<file path="src/rtl/pinmux_pkg.sv">
`default_nettype none

package pinmux_pkg;

  // ----------------------------------------
  // Register bus widths and types
  // ----------------------------------------
  localparam int DATA_W = 32;
  // Word offset bits, taken from byte address [5:2]
  localparam int ADDR_W = 4;

  typedef logic [DATA_W-1:0]   reg_word_t;
  typedef logic [DATA_W/8-1:0] be_t;
  // Offset inside one block, top offset bit picks the block
  typedef logic [ADDR_W-2:0]   reg_off_t;

  // ----------------------------------------
  // Register offsets
  // ----------------------------------------
  // Global block
  localparam reg_off_t OFF_CHIP_ID    = 3'd0;
  localparam reg_off_t OFF_GLBL_CTRL  = 3'd1;
  localparam reg_off_t OFF_INTR_MASK  = 3'd2;
  localparam reg_off_t OFF_INTR_STAT  = 3'd3;
  // GPIO block
  localparam reg_off_t OFF_GPIO_IN    = 3'd0;
  localparam reg_off_t OFF_GPIO_OUT   = 3'd1;
  localparam reg_off_t OFF_GPIO_DIR   = 3'd2;
  localparam reg_off_t OFF_GPIO_ISTAT = 3'd3;
  localparam reg_off_t OFF_GPIO_ISET  = 3'd4;
  localparam reg_off_t OFF_GPIO_IMASK = 3'd5;

  // Chip identification fields
  localparam logic [15:0] MANU_ID  = 16'h8268;
  localparam logic [3:0]  CORE_CNT = 4'h2;
  localparam logic [3:0]  CHIP_NUM = 4'h3;
  localparam logic [7:0]  CHIP_REV = 8'h01;
  localparam reg_word_t   CHIP_ID  = {MANU_ID, CORE_CNT, CHIP_NUM, CHIP_REV};

  // ----------------------------------------
  // Interrupt bit positions
  // ----------------------------------------
  localparam int HW_INTR_W      = 8;
  localparam int INTR_TIMER_LSB = 0;
  localparam int INTR_I2CM_BIT  = 3;
  localparam int INTR_USB_BIT   = 4;
  localparam int INTR_EXT_LSB   = 5;
  localparam int INTR_GPIO_BIT  = 7;
  localparam int SOFT_IRQ_BIT   = 8;

  // Block reset bits in the control word
  localparam int RST_CPU_INTF_BIT = 0;
  localparam int RST_QSPIM_BIT    = 1;
  localparam int RST_SSPIM_BIT    = 2;
  localparam int RST_UART0_BIT    = 3;
  localparam int RST_I2CM_BIT     = 4;
  localparam int RST_USB_BIT      = 5;
  localparam int RST_UART1_BIT    = 6;
  localparam int RST_CPU_CORE_LSB = 8;

  // Byte enables widened to a bit mask
  function automatic reg_word_t be_mask(input be_t be);
    return {{8{be[3]}}, {8{be[2]}}, {8{be[1]}}, {8{be[0]}}};
  endfunction

endpackage

`default_nettype wire

</file>
<file path="src/rtl/reg_access_if.sv">
`timescale 1ns/1ns
`default_nettype none

// Decoded register access into one block
interface reg_access_if;

  // Commit pulse, only for the selected block
  logic                  wr_stb;
  // Word offset inside the block
  pinmux_pkg::reg_off_t  off;
  pinmux_pkg::reg_word_t wdata;
  pinmux_pkg::be_t       be;
  // Combinational read of the word at off
  pinmux_pkg::reg_word_t rdata;

  // Bus slave side
  modport bus (
    output wr_stb,
    output off,
    output wdata,
    output be,
    input  rdata
  );

  // Register block side
  modport regs (
    input  wr_stb,
    input  off,
    input  wdata,
    input  be,
    output rdata
  );

endinterface

`default_nettype wire

</file>
<file path="src/rtl/glbl_cfg_regs.sv">
`timescale 1ns/1ns
`default_nettype none

module glbl_cfg_regs (
  input  wire logic                           mclk,
  input  wire logic                           h_reset_n,
  // Decoded access
  reg_access_if.regs                          acc,
  // Hardware interrupt sources
  input  wire logic [1:0]                     ext_intr_in,
  input  wire logic                           usb_intr,
  input  wire logic                           i2cm_intr,
  input  wire logic [2:0]                     timer_intr,
  input  wire logic                           gpio_intr,
  // Block resets, active low
  output logic [1:0]                          cpu_core_rst_n,
  output logic                                cpu_intf_rst_n,
  output logic                                qspim_rst_n,
  output logic                                sspim_rst_n,
  output logic [1:0]                          uart_rst_n,
  output logic                                i2cm_rst_n,
  output logic                                usb_rst_n,
  // Masked interrupts to the core
  output logic [pinmux_pkg::HW_INTR_W-1:0]    irq_lines,
  output logic                                soft_irq
);

  localparam int HW = pinmux_pkg::HW_INTR_W;
  localparam int SB = pinmux_pkg::SOFT_IRQ_BIT;

  pinmux_pkg::reg_word_t glbl_ctrl;
  pinmux_pkg::reg_word_t intr_mask;
  logic [SB:0]           intr_stat;
  logic [HW-1:0]         hw_req;
  logic [HW-1:0]         hw_clr;
  pinmux_pkg::reg_word_t wr_mask;
  logic                  ctrl_we;
  logic                  mask_we;
  logic                  stat_we;

  // ----------------------------------------
  // Write decode
  // ----------------------------------------
  assign wr_mask = pinmux_pkg::be_mask(acc.be);
  assign ctrl_we = acc.wr_stb & (acc.off == pinmux_pkg::OFF_GLBL_CTRL);
  assign mask_we = acc.wr_stb & (acc.off == pinmux_pkg::OFF_INTR_MASK);
  assign stat_we = acc.wr_stb & (acc.off == pinmux_pkg::OFF_INTR_STAT);

  // Pack the hardware sources
  always_comb begin
    hw_req = '0;
    hw_req[pinmux_pkg::INTR_TIMER_LSB +: 3] = timer_intr;
    hw_req[pinmux_pkg::INTR_I2CM_BIT]       = i2cm_intr;
    hw_req[pinmux_pkg::INTR_USB_BIT]        = usb_intr;
    hw_req[pinmux_pkg::INTR_EXT_LSB +: 2]   = ext_intr_in;
    hw_req[pinmux_pkg::INTR_GPIO_BIT]       = gpio_intr;
  end

  // Write-one-to-clear, byte 0 only
  assign hw_clr = {HW{stat_we}} & acc.wdata[HW-1:0] & wr_mask[HW-1:0];

  always_ff @(posedge mclk or negedge h_reset_n) begin
    if (!h_reset_n) begin
      glbl_ctrl <= '0;
      intr_mask <= '0;
      intr_stat <= '0;
    end else begin
      if (ctrl_we) begin
        glbl_ctrl <= (glbl_ctrl & ~wr_mask) | (acc.wdata & wr_mask);
      end
      if (mask_we) begin
        intr_mask <= (intr_mask & ~wr_mask) | (acc.wdata & wr_mask);
      end
      // Hardware set wins over a software clear
      intr_stat[HW-1:0] <= (intr_stat[HW-1:0] & ~hw_clr) | hw_req;
      // Soft interrupt is a plain bit
      if (stat_we && wr_mask[SB]) begin
        intr_stat[SB] <= acc.wdata[SB];
      end
    end
  end

  // ----------------------------------------
  // Outputs and read mux
  // ----------------------------------------
  assign cpu_intf_rst_n = glbl_ctrl[pinmux_pkg::RST_CPU_INTF_BIT];
  assign qspim_rst_n    = glbl_ctrl[pinmux_pkg::RST_QSPIM_BIT];
  assign sspim_rst_n    = glbl_ctrl[pinmux_pkg::RST_SSPIM_BIT];
  assign uart_rst_n[0]  = glbl_ctrl[pinmux_pkg::RST_UART0_BIT];
  assign i2cm_rst_n     = glbl_ctrl[pinmux_pkg::RST_I2CM_BIT];
  assign usb_rst_n      = glbl_ctrl[pinmux_pkg::RST_USB_BIT];
  assign uart_rst_n[1]  = glbl_ctrl[pinmux_pkg::RST_UART1_BIT];
  assign cpu_core_rst_n = glbl_ctrl[pinmux_pkg::RST_CPU_CORE_LSB +: 2];

  assign irq_lines = intr_stat[HW-1:0] & intr_mask[HW-1:0];
  assign soft_irq  = intr_stat[SB] & intr_mask[SB];

  always_comb begin
    case (acc.off)
      pinmux_pkg::OFF_CHIP_ID:   acc.rdata = pinmux_pkg::CHIP_ID;
      pinmux_pkg::OFF_GLBL_CTRL: acc.rdata = glbl_ctrl;
      pinmux_pkg::OFF_INTR_MASK: acc.rdata = intr_mask;
      // Upper status bits read zero
      pinmux_pkg::OFF_INTR_STAT: acc.rdata = pinmux_pkg::reg_word_t'(intr_stat);
      default:                   acc.rdata = '0;
    endcase
  end

  // Any source request shows in status one cycle later
  hw_req_sets_stat: assert property (
    @(posedge mclk) disable iff (!h_reset_n)
    (hw_req != '0) |=> ((intr_stat[HW-1:0] & $past(hw_req)) == $past(hw_req))
  );

endmodule

`default_nettype wire

</file>
<file path="src/rtl/gpio_regs.sv">
`timescale 1ns/1ns
`default_nettype none

module gpio_regs #(
  parameter int GPIO_W = 32
) (
  input  wire logic              mclk,
  input  wire logic              h_reset_n,
  // Decoded access
  reg_access_if.regs             acc,
  // Pad side
  input  wire logic [GPIO_W-1:0] gpio_in_data,
  input  wire logic [GPIO_W-1:0] gpio_int_event,
  output logic [GPIO_W-1:0]      cfg_gpio_out_data,
  output logic [GPIO_W-1:0]      cfg_gpio_dir_sel,
  output logic [GPIO_W-1:0]      cfg_gpio_data_in,
  output logic [GPIO_W-1:0]      gpio_prev_indata,
  // To the global status
  output logic                   gpio_intr
);

  logic [GPIO_W-1:0] gpio_in_s;
  logic [GPIO_W-1:0] gpio_in_ss;
  logic [GPIO_W-1:0] gpio_in_cap;
  logic [GPIO_W-1:0] gpio_out;
  logic [GPIO_W-1:0] gpio_dir;
  logic [GPIO_W-1:0] gpio_istat;
  logic [GPIO_W-1:0] gpio_imask;
  logic [GPIO_W-1:0] wr_mask;
  logic [GPIO_W-1:0] wr_data;
  logic [GPIO_W-1:0] sw_set;
  logic [GPIO_W-1:0] sw_clr;
  logic              out_we;
  logic              dir_we;
  logic              istat_we;
  logic              iset_we;
  logic              imask_we;

  // ----------------------------------------
  // Input synchronizer and capture
  // ----------------------------------------
  always_ff @(posedge mclk or negedge h_reset_n) begin
    if (!h_reset_n) begin
      gpio_in_s   <= '0;
      gpio_in_ss  <= '0;
      gpio_in_cap <= '0;
    end else begin
      gpio_in_s   <= gpio_in_data;
      gpio_in_ss  <= gpio_in_s;
      // Third stage is the readable word
      gpio_in_cap <= gpio_in_ss;
    end
  end

  // Byte lanes cut to the pin count
  assign wr_mask = GPIO_W'(pinmux_pkg::be_mask(acc.be));
  assign wr_data = GPIO_W'(acc.wdata);

  assign out_we   = acc.wr_stb & (acc.off == pinmux_pkg::OFF_GPIO_OUT);
  assign dir_we   = acc.wr_stb & (acc.off == pinmux_pkg::OFF_GPIO_DIR);
  assign istat_we = acc.wr_stb & (acc.off == pinmux_pkg::OFF_GPIO_ISTAT);
  assign iset_we  = acc.wr_stb & (acc.off == pinmux_pkg::OFF_GPIO_ISET);
  assign imask_we = acc.wr_stb & (acc.off == pinmux_pkg::OFF_GPIO_IMASK);

  // Ones in enabled bytes set or clear status
  assign sw_clr = {GPIO_W{istat_we}} & wr_data & wr_mask;
  assign sw_set = {GPIO_W{iset_we}} & wr_data & wr_mask;

  // ----------------------------------------
  // Config and interrupt registers
  // ----------------------------------------
  always_ff @(posedge mclk or negedge h_reset_n) begin
    if (!h_reset_n) begin
      gpio_out   <= '0;
      gpio_dir   <= '0;
      gpio_istat <= '0;
      gpio_imask <= '0;
    end else begin
      if (out_we) begin
        gpio_out <= (gpio_out & ~wr_mask) | (wr_data & wr_mask);
      end
      if (dir_we) begin
        gpio_dir <= (gpio_dir & ~wr_mask) | (wr_data & wr_mask);
      end
      if (imask_we) begin
        gpio_imask <= (gpio_imask & ~wr_mask) | (wr_data & wr_mask);
      end
      // Event posting beats the host clear
      gpio_istat <= (gpio_istat & ~sw_clr) | sw_set | gpio_int_event;
    end
  end

  assign cfg_gpio_out_data = gpio_out;
  assign cfg_gpio_dir_sel  = gpio_dir;
  assign cfg_gpio_data_in  = gpio_in_cap;
  assign gpio_prev_indata  = gpio_in_ss;

  // Single interrupt toward the core
  assign gpio_intr = |(gpio_istat & gpio_imask);

  always_comb begin
    case (acc.off)
      pinmux_pkg::OFF_GPIO_IN:    acc.rdata = pinmux_pkg::reg_word_t'(gpio_in_cap);
      pinmux_pkg::OFF_GPIO_OUT:   acc.rdata = pinmux_pkg::reg_word_t'(gpio_out);
      pinmux_pkg::OFF_GPIO_DIR:   acc.rdata = pinmux_pkg::reg_word_t'(gpio_dir);
      pinmux_pkg::OFF_GPIO_ISTAT: acc.rdata = pinmux_pkg::reg_word_t'(gpio_istat);
      // Set register mirrors status
      pinmux_pkg::OFF_GPIO_ISET:  acc.rdata = pinmux_pkg::reg_word_t'(gpio_istat);
      pinmux_pkg::OFF_GPIO_IMASK: acc.rdata = pinmux_pkg::reg_word_t'(gpio_imask);
      default:                    acc.rdata = '0;
    endcase
  end

  // Fully masked status never raises the interrupt
  intr_low_when_masked: assert property (
    @(posedge mclk) disable iff (!h_reset_n)
    (gpio_imask == '0) |-> !gpio_intr
  );

endmodule

`default_nettype wire

</file>
<file path="src/rtl/pinmux_reg_top.sv">
`timescale 1ns/1ns
`default_nettype none

module pinmux_reg_top #(
  parameter int GPIO_W = 32
) (
  input  wire logic                           mclk,
  input  wire logic                           h_reset_n,
  // Register bus
  input  wire logic                           reg_cs,
  input  wire logic                           reg_wr,
  input  wire logic [5:0]                     reg_addr,
  input  wire pinmux_pkg::reg_word_t          reg_wdata,
  input  wire pinmux_pkg::be_t                reg_be,
  output pinmux_pkg::reg_word_t               reg_rdata,
  output logic                                reg_ack,
  // Interrupt sources
  input  wire logic [1:0]                     ext_intr_in,
  input  wire logic                           usb_intr,
  input  wire logic                           i2cm_intr,
  input  wire logic [2:0]                     timer_intr,
  // GPIO pads
  input  wire logic [GPIO_W-1:0]              gpio_in_data,
  input  wire logic [GPIO_W-1:0]              gpio_int_event,
  // Block resets
  output logic [1:0]                          cpu_core_rst_n,
  output logic                                cpu_intf_rst_n,
  output logic                                qspim_rst_n,
  output logic                                sspim_rst_n,
  output logic [1:0]                          uart_rst_n,
  output logic                                i2cm_rst_n,
  output logic                                usb_rst_n,
  // To the core
  output logic [pinmux_pkg::HW_INTR_W-1:0]    irq_lines,
  output logic                                soft_irq,
  // GPIO config
  output logic [GPIO_W-1:0]                   cfg_gpio_out_data,
  output logic [GPIO_W-1:0]                   cfg_gpio_dir_sel,
  output logic [GPIO_W-1:0]                   cfg_gpio_data_in,
  output logic [GPIO_W-1:0]                   gpio_prev_indata
);

  // One access channel per block
  reg_access_if glbl_acc ();
  reg_access_if gpio_acc ();

  // GPIO summary into global status bit 7
  logic gpio_intr;

  reg_bus_slave u_bus (
    .mclk      (mclk),
    .h_reset_n (h_reset_n),
    .reg_cs    (reg_cs),
    .reg_wr    (reg_wr),
    .reg_addr  (reg_addr),
    .reg_wdata (reg_wdata),
    .reg_be    (reg_be),
    .reg_rdata (reg_rdata),
    .reg_ack   (reg_ack),
    .glbl_acc  (glbl_acc),
    .gpio_acc  (gpio_acc)
  );

  glbl_cfg_regs u_glbl (
    .mclk           (mclk),
    .h_reset_n      (h_reset_n),
    .acc            (glbl_acc),
    .ext_intr_in    (ext_intr_in),
    .usb_intr       (usb_intr),
    .i2cm_intr      (i2cm_intr),
    .timer_intr     (timer_intr),
    .gpio_intr      (gpio_intr),
    .cpu_core_rst_n (cpu_core_rst_n),
    .cpu_intf_rst_n (cpu_intf_rst_n),
    .qspim_rst_n    (qspim_rst_n),
    .sspim_rst_n    (sspim_rst_n),
    .uart_rst_n     (uart_rst_n),
    .i2cm_rst_n     (i2cm_rst_n),
    .usb_rst_n      (usb_rst_n),
    .irq_lines      (irq_lines),
    .soft_irq       (soft_irq)
  );

  gpio_regs #(
    .GPIO_W (GPIO_W)
  ) u_gpio (
    .mclk              (mclk),
    .h_reset_n         (h_reset_n),
    .acc               (gpio_acc),
    .gpio_in_data      (gpio_in_data),
    .gpio_int_event    (gpio_int_event),
    .cfg_gpio_out_data (cfg_gpio_out_data),
    .cfg_gpio_dir_sel  (cfg_gpio_dir_sel),
    .cfg_gpio_data_in  (cfg_gpio_data_in),
    .gpio_prev_indata  (gpio_prev_indata),
    .gpio_intr         (gpio_intr)
  );

endmodule

`default_nettype wire

</file>
<file path="src/rtl/reg_bus_slave.sv">
`timescale 1ns/1ns
`default_nettype none

module reg_bus_slave (
  input  wire logic                          mclk,
  input  wire logic                          h_reset_n,
  // Register bus
  input  wire logic                          reg_cs,
  input  wire logic                          reg_wr,
  input  wire logic [pinmux_pkg::ADDR_W+1:0] reg_addr,
  input  wire pinmux_pkg::reg_word_t         reg_wdata,
  input  wire pinmux_pkg::be_t               reg_be,
  output pinmux_pkg::reg_word_t              reg_rdata,
  output logic                               reg_ack,
  // Block access ports
  reg_access_if.bus                          glbl_acc,
  reg_access_if.bus                          gpio_acc
);

  logic [pinmux_pkg::ADDR_W-1:0] word_off;
  logic                          gpio_sel;
  logic                          acc_en;
  pinmux_pkg::reg_word_t         rd_mux;

  // ----------------------------------------
  // Address decode
  // ----------------------------------------
  // Drop the byte address bits
  assign word_off = reg_addr[pinmux_pkg::ADDR_W+1:2];
  // Upper offset bit picks GPIO
  assign gpio_sel = word_off[pinmux_pkg::ADDR_W-1];

  // Request cycle not yet acknowledged
  assign acc_en = reg_cs & ~reg_ack;

  // Same offset and data to both blocks
  assign glbl_acc.off   = word_off[pinmux_pkg::ADDR_W-2:0];
  assign glbl_acc.wdata = reg_wdata;
  assign glbl_acc.be    = reg_be;
  assign gpio_acc.off   = word_off[pinmux_pkg::ADDR_W-2:0];
  assign gpio_acc.wdata = reg_wdata;
  assign gpio_acc.be    = reg_be;

  // Strobe only into the selected block
  assign glbl_acc.wr_stb = acc_en & reg_wr & ~gpio_sel;
  assign gpio_acc.wr_stb = acc_en & reg_wr &  gpio_sel;

  // Read data from the selected block
  assign rd_mux = gpio_sel ? gpio_acc.rdata : glbl_acc.rdata;

  // ----------------------------------------
  // Acknowledge and read capture
  // ----------------------------------------
  always_ff @(posedge mclk or negedge h_reset_n) begin
    if (!h_reset_n) begin
      reg_ack   <= 1'b0;
      reg_rdata <= '0;
    end else begin
      // Ack for one cycle, then a gap
      reg_ack <= acc_en;
      if (acc_en) begin
        reg_rdata <= rd_mux;
      end
    end
  end

  // A held request never gets back-to-back acks
  ack_single_cycle: assert property (
    @(posedge mclk) disable iff (!h_reset_n)
    reg_ack |=> !reg_ack
  );

endmodule

`default_nettype wire
</file>
<file path="config.mk">
export PLATFORM = sky130hd
export DESIGN_NAME = pinmux_reg_top
export DESIGN_NICKNAME = d
export VERILOG_FILES = /design/src/rtl/pinmux_pkg.sv /design/src/rtl/reg_access_if.sv /design/src/rtl/glbl_cfg_regs.sv /design/src/rtl/gpio_regs.sv /design/src/rtl/pinmux_reg_top.sv /design/src/rtl/reg_bus_slave.sv
export SDC_FILE = /design/constraint.sdc
export NUM_CORES = 1
export LEC_CHECK = 0
export ABC_AREA = 1
export BUFFER_PORTS_ARGS = -buffer_cell sky130_fd_sc_hd__buf_2
export CAP_MARGIN = 20
export CORE_ASPECT_RATIO = 0.6
export CORE_UTILIZATION = 50
export CTS_BUF_LIST = sky130_fd_sc_hd__clkbuf_8 sky130_fd_sc_hd__clkbuf_16
export DETAILED_ROUTE_END_ITERATION = 8
export MAX_ROUTING_LAYER = met4
export PLACE_DENSITY = 0.76
export SLEW_MARGIN = 20
export SYNTH_ARGS = -nofsm -noshare
export SYNTH_HDL_FRONTEND = slang
export SYNTH_HIERARCHICAL = 1
export SYNTH_SLANG_ARGS = --single-unit
</file>
<file path="constraint.sdc">
create_clock -name mclk -period 1.75 [get_ports mclk]
set_input_delay 0 -clock mclk [delete_from_list [all_inputs] [get_ports mclk]]
set_output_delay 0 -clock mclk [all_outputs]
set_load 0.01 [all_outputs]
</file>
==> reports/metrics.cfg <==
[floorplanning]
fp.dieH_um=139
row_count=49
start_util=0.515
coreArea_sq_mm=0.0303
dieArea_sq_mm=0.0320
die_x_um=230
io_pins=296

[power]
leakagePower_nw=10.6
vdd_ir_drop_max_mv=0.792
power_density_mw_per_mm2=952

[detailed_routing]
wl_per_cell_um=19.3
drt-pass1-iter-count=6
via_count=14900
drtIter0Drc=1686
drc=0
totalWireLength_um=52500
drt.antenna.violating_nets=0
vias_per_cell=5.48

[outcome]
status=complete, no violations

[cells_and_area]
nFillCells=2533
multi_input_area_sq_mm=0.00594
final_core_util=0.646
final_cells=2726
area_growth_pct=25.5
seq_area_sq_mm=0.00826
nets=2411
drive_gt1_frac=0.215

[worst_setup_path]
crit_top_cell=nand2_1
worstPathArrival_ps=2150
critPathRequiredTime_ps=2220
worst-setup-path-type=flop to flop
start_kind=flop
critPathSlowestCell=dfrtp_1
crit_path_end_kind=flop
cpPeakStageDelay_ps=400
cp_max_fo=22
crit_chain=inv_2 > nand2_4 > nor3_2 > inv_2 > nor2_2 > buf_12 > nand2_1 > nand2_1 > nand2_1

[global_route]
grt_pass1_wl_um=80700
grt.overflow.total=0
grt_pass1_vias=14300
track_usage=0.335
grt_max_degree=67
antenna_found_initial=0

[cts]
worstSkewPairLatency_ps=600
path_clk_slew_ps=70
root_buffer=clkbuf_16
tritoncts=yes
clock_path_buffers=3
htreeDepth=1
cts_buffers=31
clkSinkCount=330

[synth]
syn_avg_cell_area_sq_um=7.98
synth_cell_types=22
postSynthCellCount=1958
syn_nets=2075
yosys_warnings=6
netlist_area_sq_mm=0.0156
ys_ff_latch=330
ys_seq_area_frac=0.528

[sta]
worst_slack_ps=69.2
finalHoldViolations=0
setup_tns_ps=0
worst_pin_slew_ps=622
fin_worst_skew_ps=22.6
fmax_mhz=595
timing.hold.ws_ps=30.8
rsz0062_at_grt=no
final.period_utilization=0.960
finalSetupViolations=0
slew_viol_final=0
slew_headroom=0.584
layout_min_cycle_time_ps=1680

[placement]
dp_hpwl_um=35300
port_buffers=293
placed_cells=2551
place.gp.congestion=0.915
dpl_worst_slack_ps=-33.9

[flow_run]
cap_violations=0

[min_path]
hp-class=input pin to flop

[report_power, final]
part | internal [W] | total, W | switching, W
sequential | 0.00822 | 0.00866 | 0.000442
clock | 0.00407 | 0.00718 | 0.00311
combinational | 0.00108 | 0.00284 | 0.00176
[cell usage in the layout, fill, tap and decap left out, types with 2 or more instances in the layout]
master | Yosys | layout
nor2_2 | 3 | 3
nor2_4 | 5 | 7
nor3_4 | 0 | 2
nor2_1 | 110 | 108
inv_1 | 56 | 56
nand2_1 | 835 | 824
o21ai_0 | 38 | 38
buf_2 | 27 | 292
dlygate4sd3_1 | 0 | 113
clkinv_2 | 0 | 9
dfrtp_1 | 330 | 330
nand4_1 | 43 | 43
clkbuf_16 | 0 | 32
inv_2 | 4 | 5
nand2_2 | 31 | 42
nand3_1 | 299 | 299
clkbuf_8 | 0 | 6
nand3b_1 | 9 | 9
clkinvlp_4 | 0 | 3
buf_4 | 97 | 59
buf_12 | 3 | 26
bufinv_16 | 0 | 4
[layer usage]
| metal | part of all wire | wire, um | up-vias | global-route usage |
|---|---|---|---|---|
| met2 | 0.45 | 23800 | 880 | 0.505 |
| li1 | - | - | 6813 | - |
| met3 | 0.098 | 5140 | 96 | 0.0609 |
| met4 | 0.028 | 1450 | 0 | 0.101 |
| met5 | 0 | 0 | - | - |
| met1 | 0.42 | 22100 | 7159 | 0.463 |
[synth_stat cells]
cell type,count,share of area
buf_1,2,0.00048
buf_12,3,0.0038
buf_2,27,0.0086
buf_4,97,0.047
buf_6,12,0.0086
clkbuf_1,48,0.012
dfrtp_1,330,0.53
inv_1,56,0.013
inv_2,4,0.00096
inv_8,1,0.00072
nand2_1,835,0.20
nand2_2,31,0.012
nand2_4,1,0.00072
nand3_1,299,0.096
nand3b_1,9,0.0043
nand4_1,43,0.017
nor2_1,110,0.026
nor2_2,3,0.0012
nor2_4,5,0.0036
nor3_2,3,0.0019
o21ai_0,38,0.012
o21ai_1,1,0.00032
[worst paths after layout]
path	from	end	slack (ps)	cells past startpoint
max	u_bus/reg_ack$_DFF_PN0_	flop	70	9
max in group asynchronous	h_reset_n	u_gpio/cfg_gpio_data_in[27]$_DFF_PN0_	1220	4
min in group asynchronous	h_reset_n	async pin	50	3
min reg2reg	u_gpio/gpio_in_s[28]$_DFF_PN0_	u_gpio/gpio_prev_indata[28]$_DFF_PN0_	350	0
max reg2reg	u_bus/reg_ack$_DFF_PN0_	flop	70	9
min	reg_cs	flop	30	6
[worst max-delay path: cells and delay by family, from the launching register on]
family / cells / cell delay (ps)
buf+inv: 3 / 390
flops: 1 / 400
simple gates: 6 / 770
[cell families (layout without fill, tap and decap cells)]
logic type / after synthesis / after routing / share of synthesized area
buf+inv: 250 / 609 / 0.0949
simple gates: 1339 / 1339 / 0.364
flops: 330 / 330 / 0.528
compound gates: 39 / 39 / 0.0125
other cells: 0 / 1 / 0
[final cells by class]
class,instances,share of cell area
Tap cell,408,0.0260
Clock buffer,37,0.0438
Inverter,61,0.0121
Clock inverter,19,0.0107
Multi-Input combinational cell,1378,0.303
Timing Repair Buffer,492,0.183
Sequential cell,330,0.421
Antenna cell,1,0.000128
[repair_timing]
action / 4_1_cts / 5_1_grt
pin swaps: 0 / 1
hold buffers: 115 / 0
buffers inserted: 0 / 2
setup endpoints to repair: 14 / 109
resized for setup: 1 / 11
hold endpoints to repair: 588 / 0
cloned: 0 / 1
[stage by stage]
| step | instance area, sq um | power [W] |
|---|---|---|
| global placement | 17300 | 0.0113 |
| finish | 19600 | 0.0187 |
| detailed placement | 17300 | 0.0114 |
| CTS | 19500 | 0.0187 |
| floorplan | 15600 | 0.0101 |
| global route | 19600 | 0.0193 |
No activity file was read; power rests on OpenSTA's default activity.
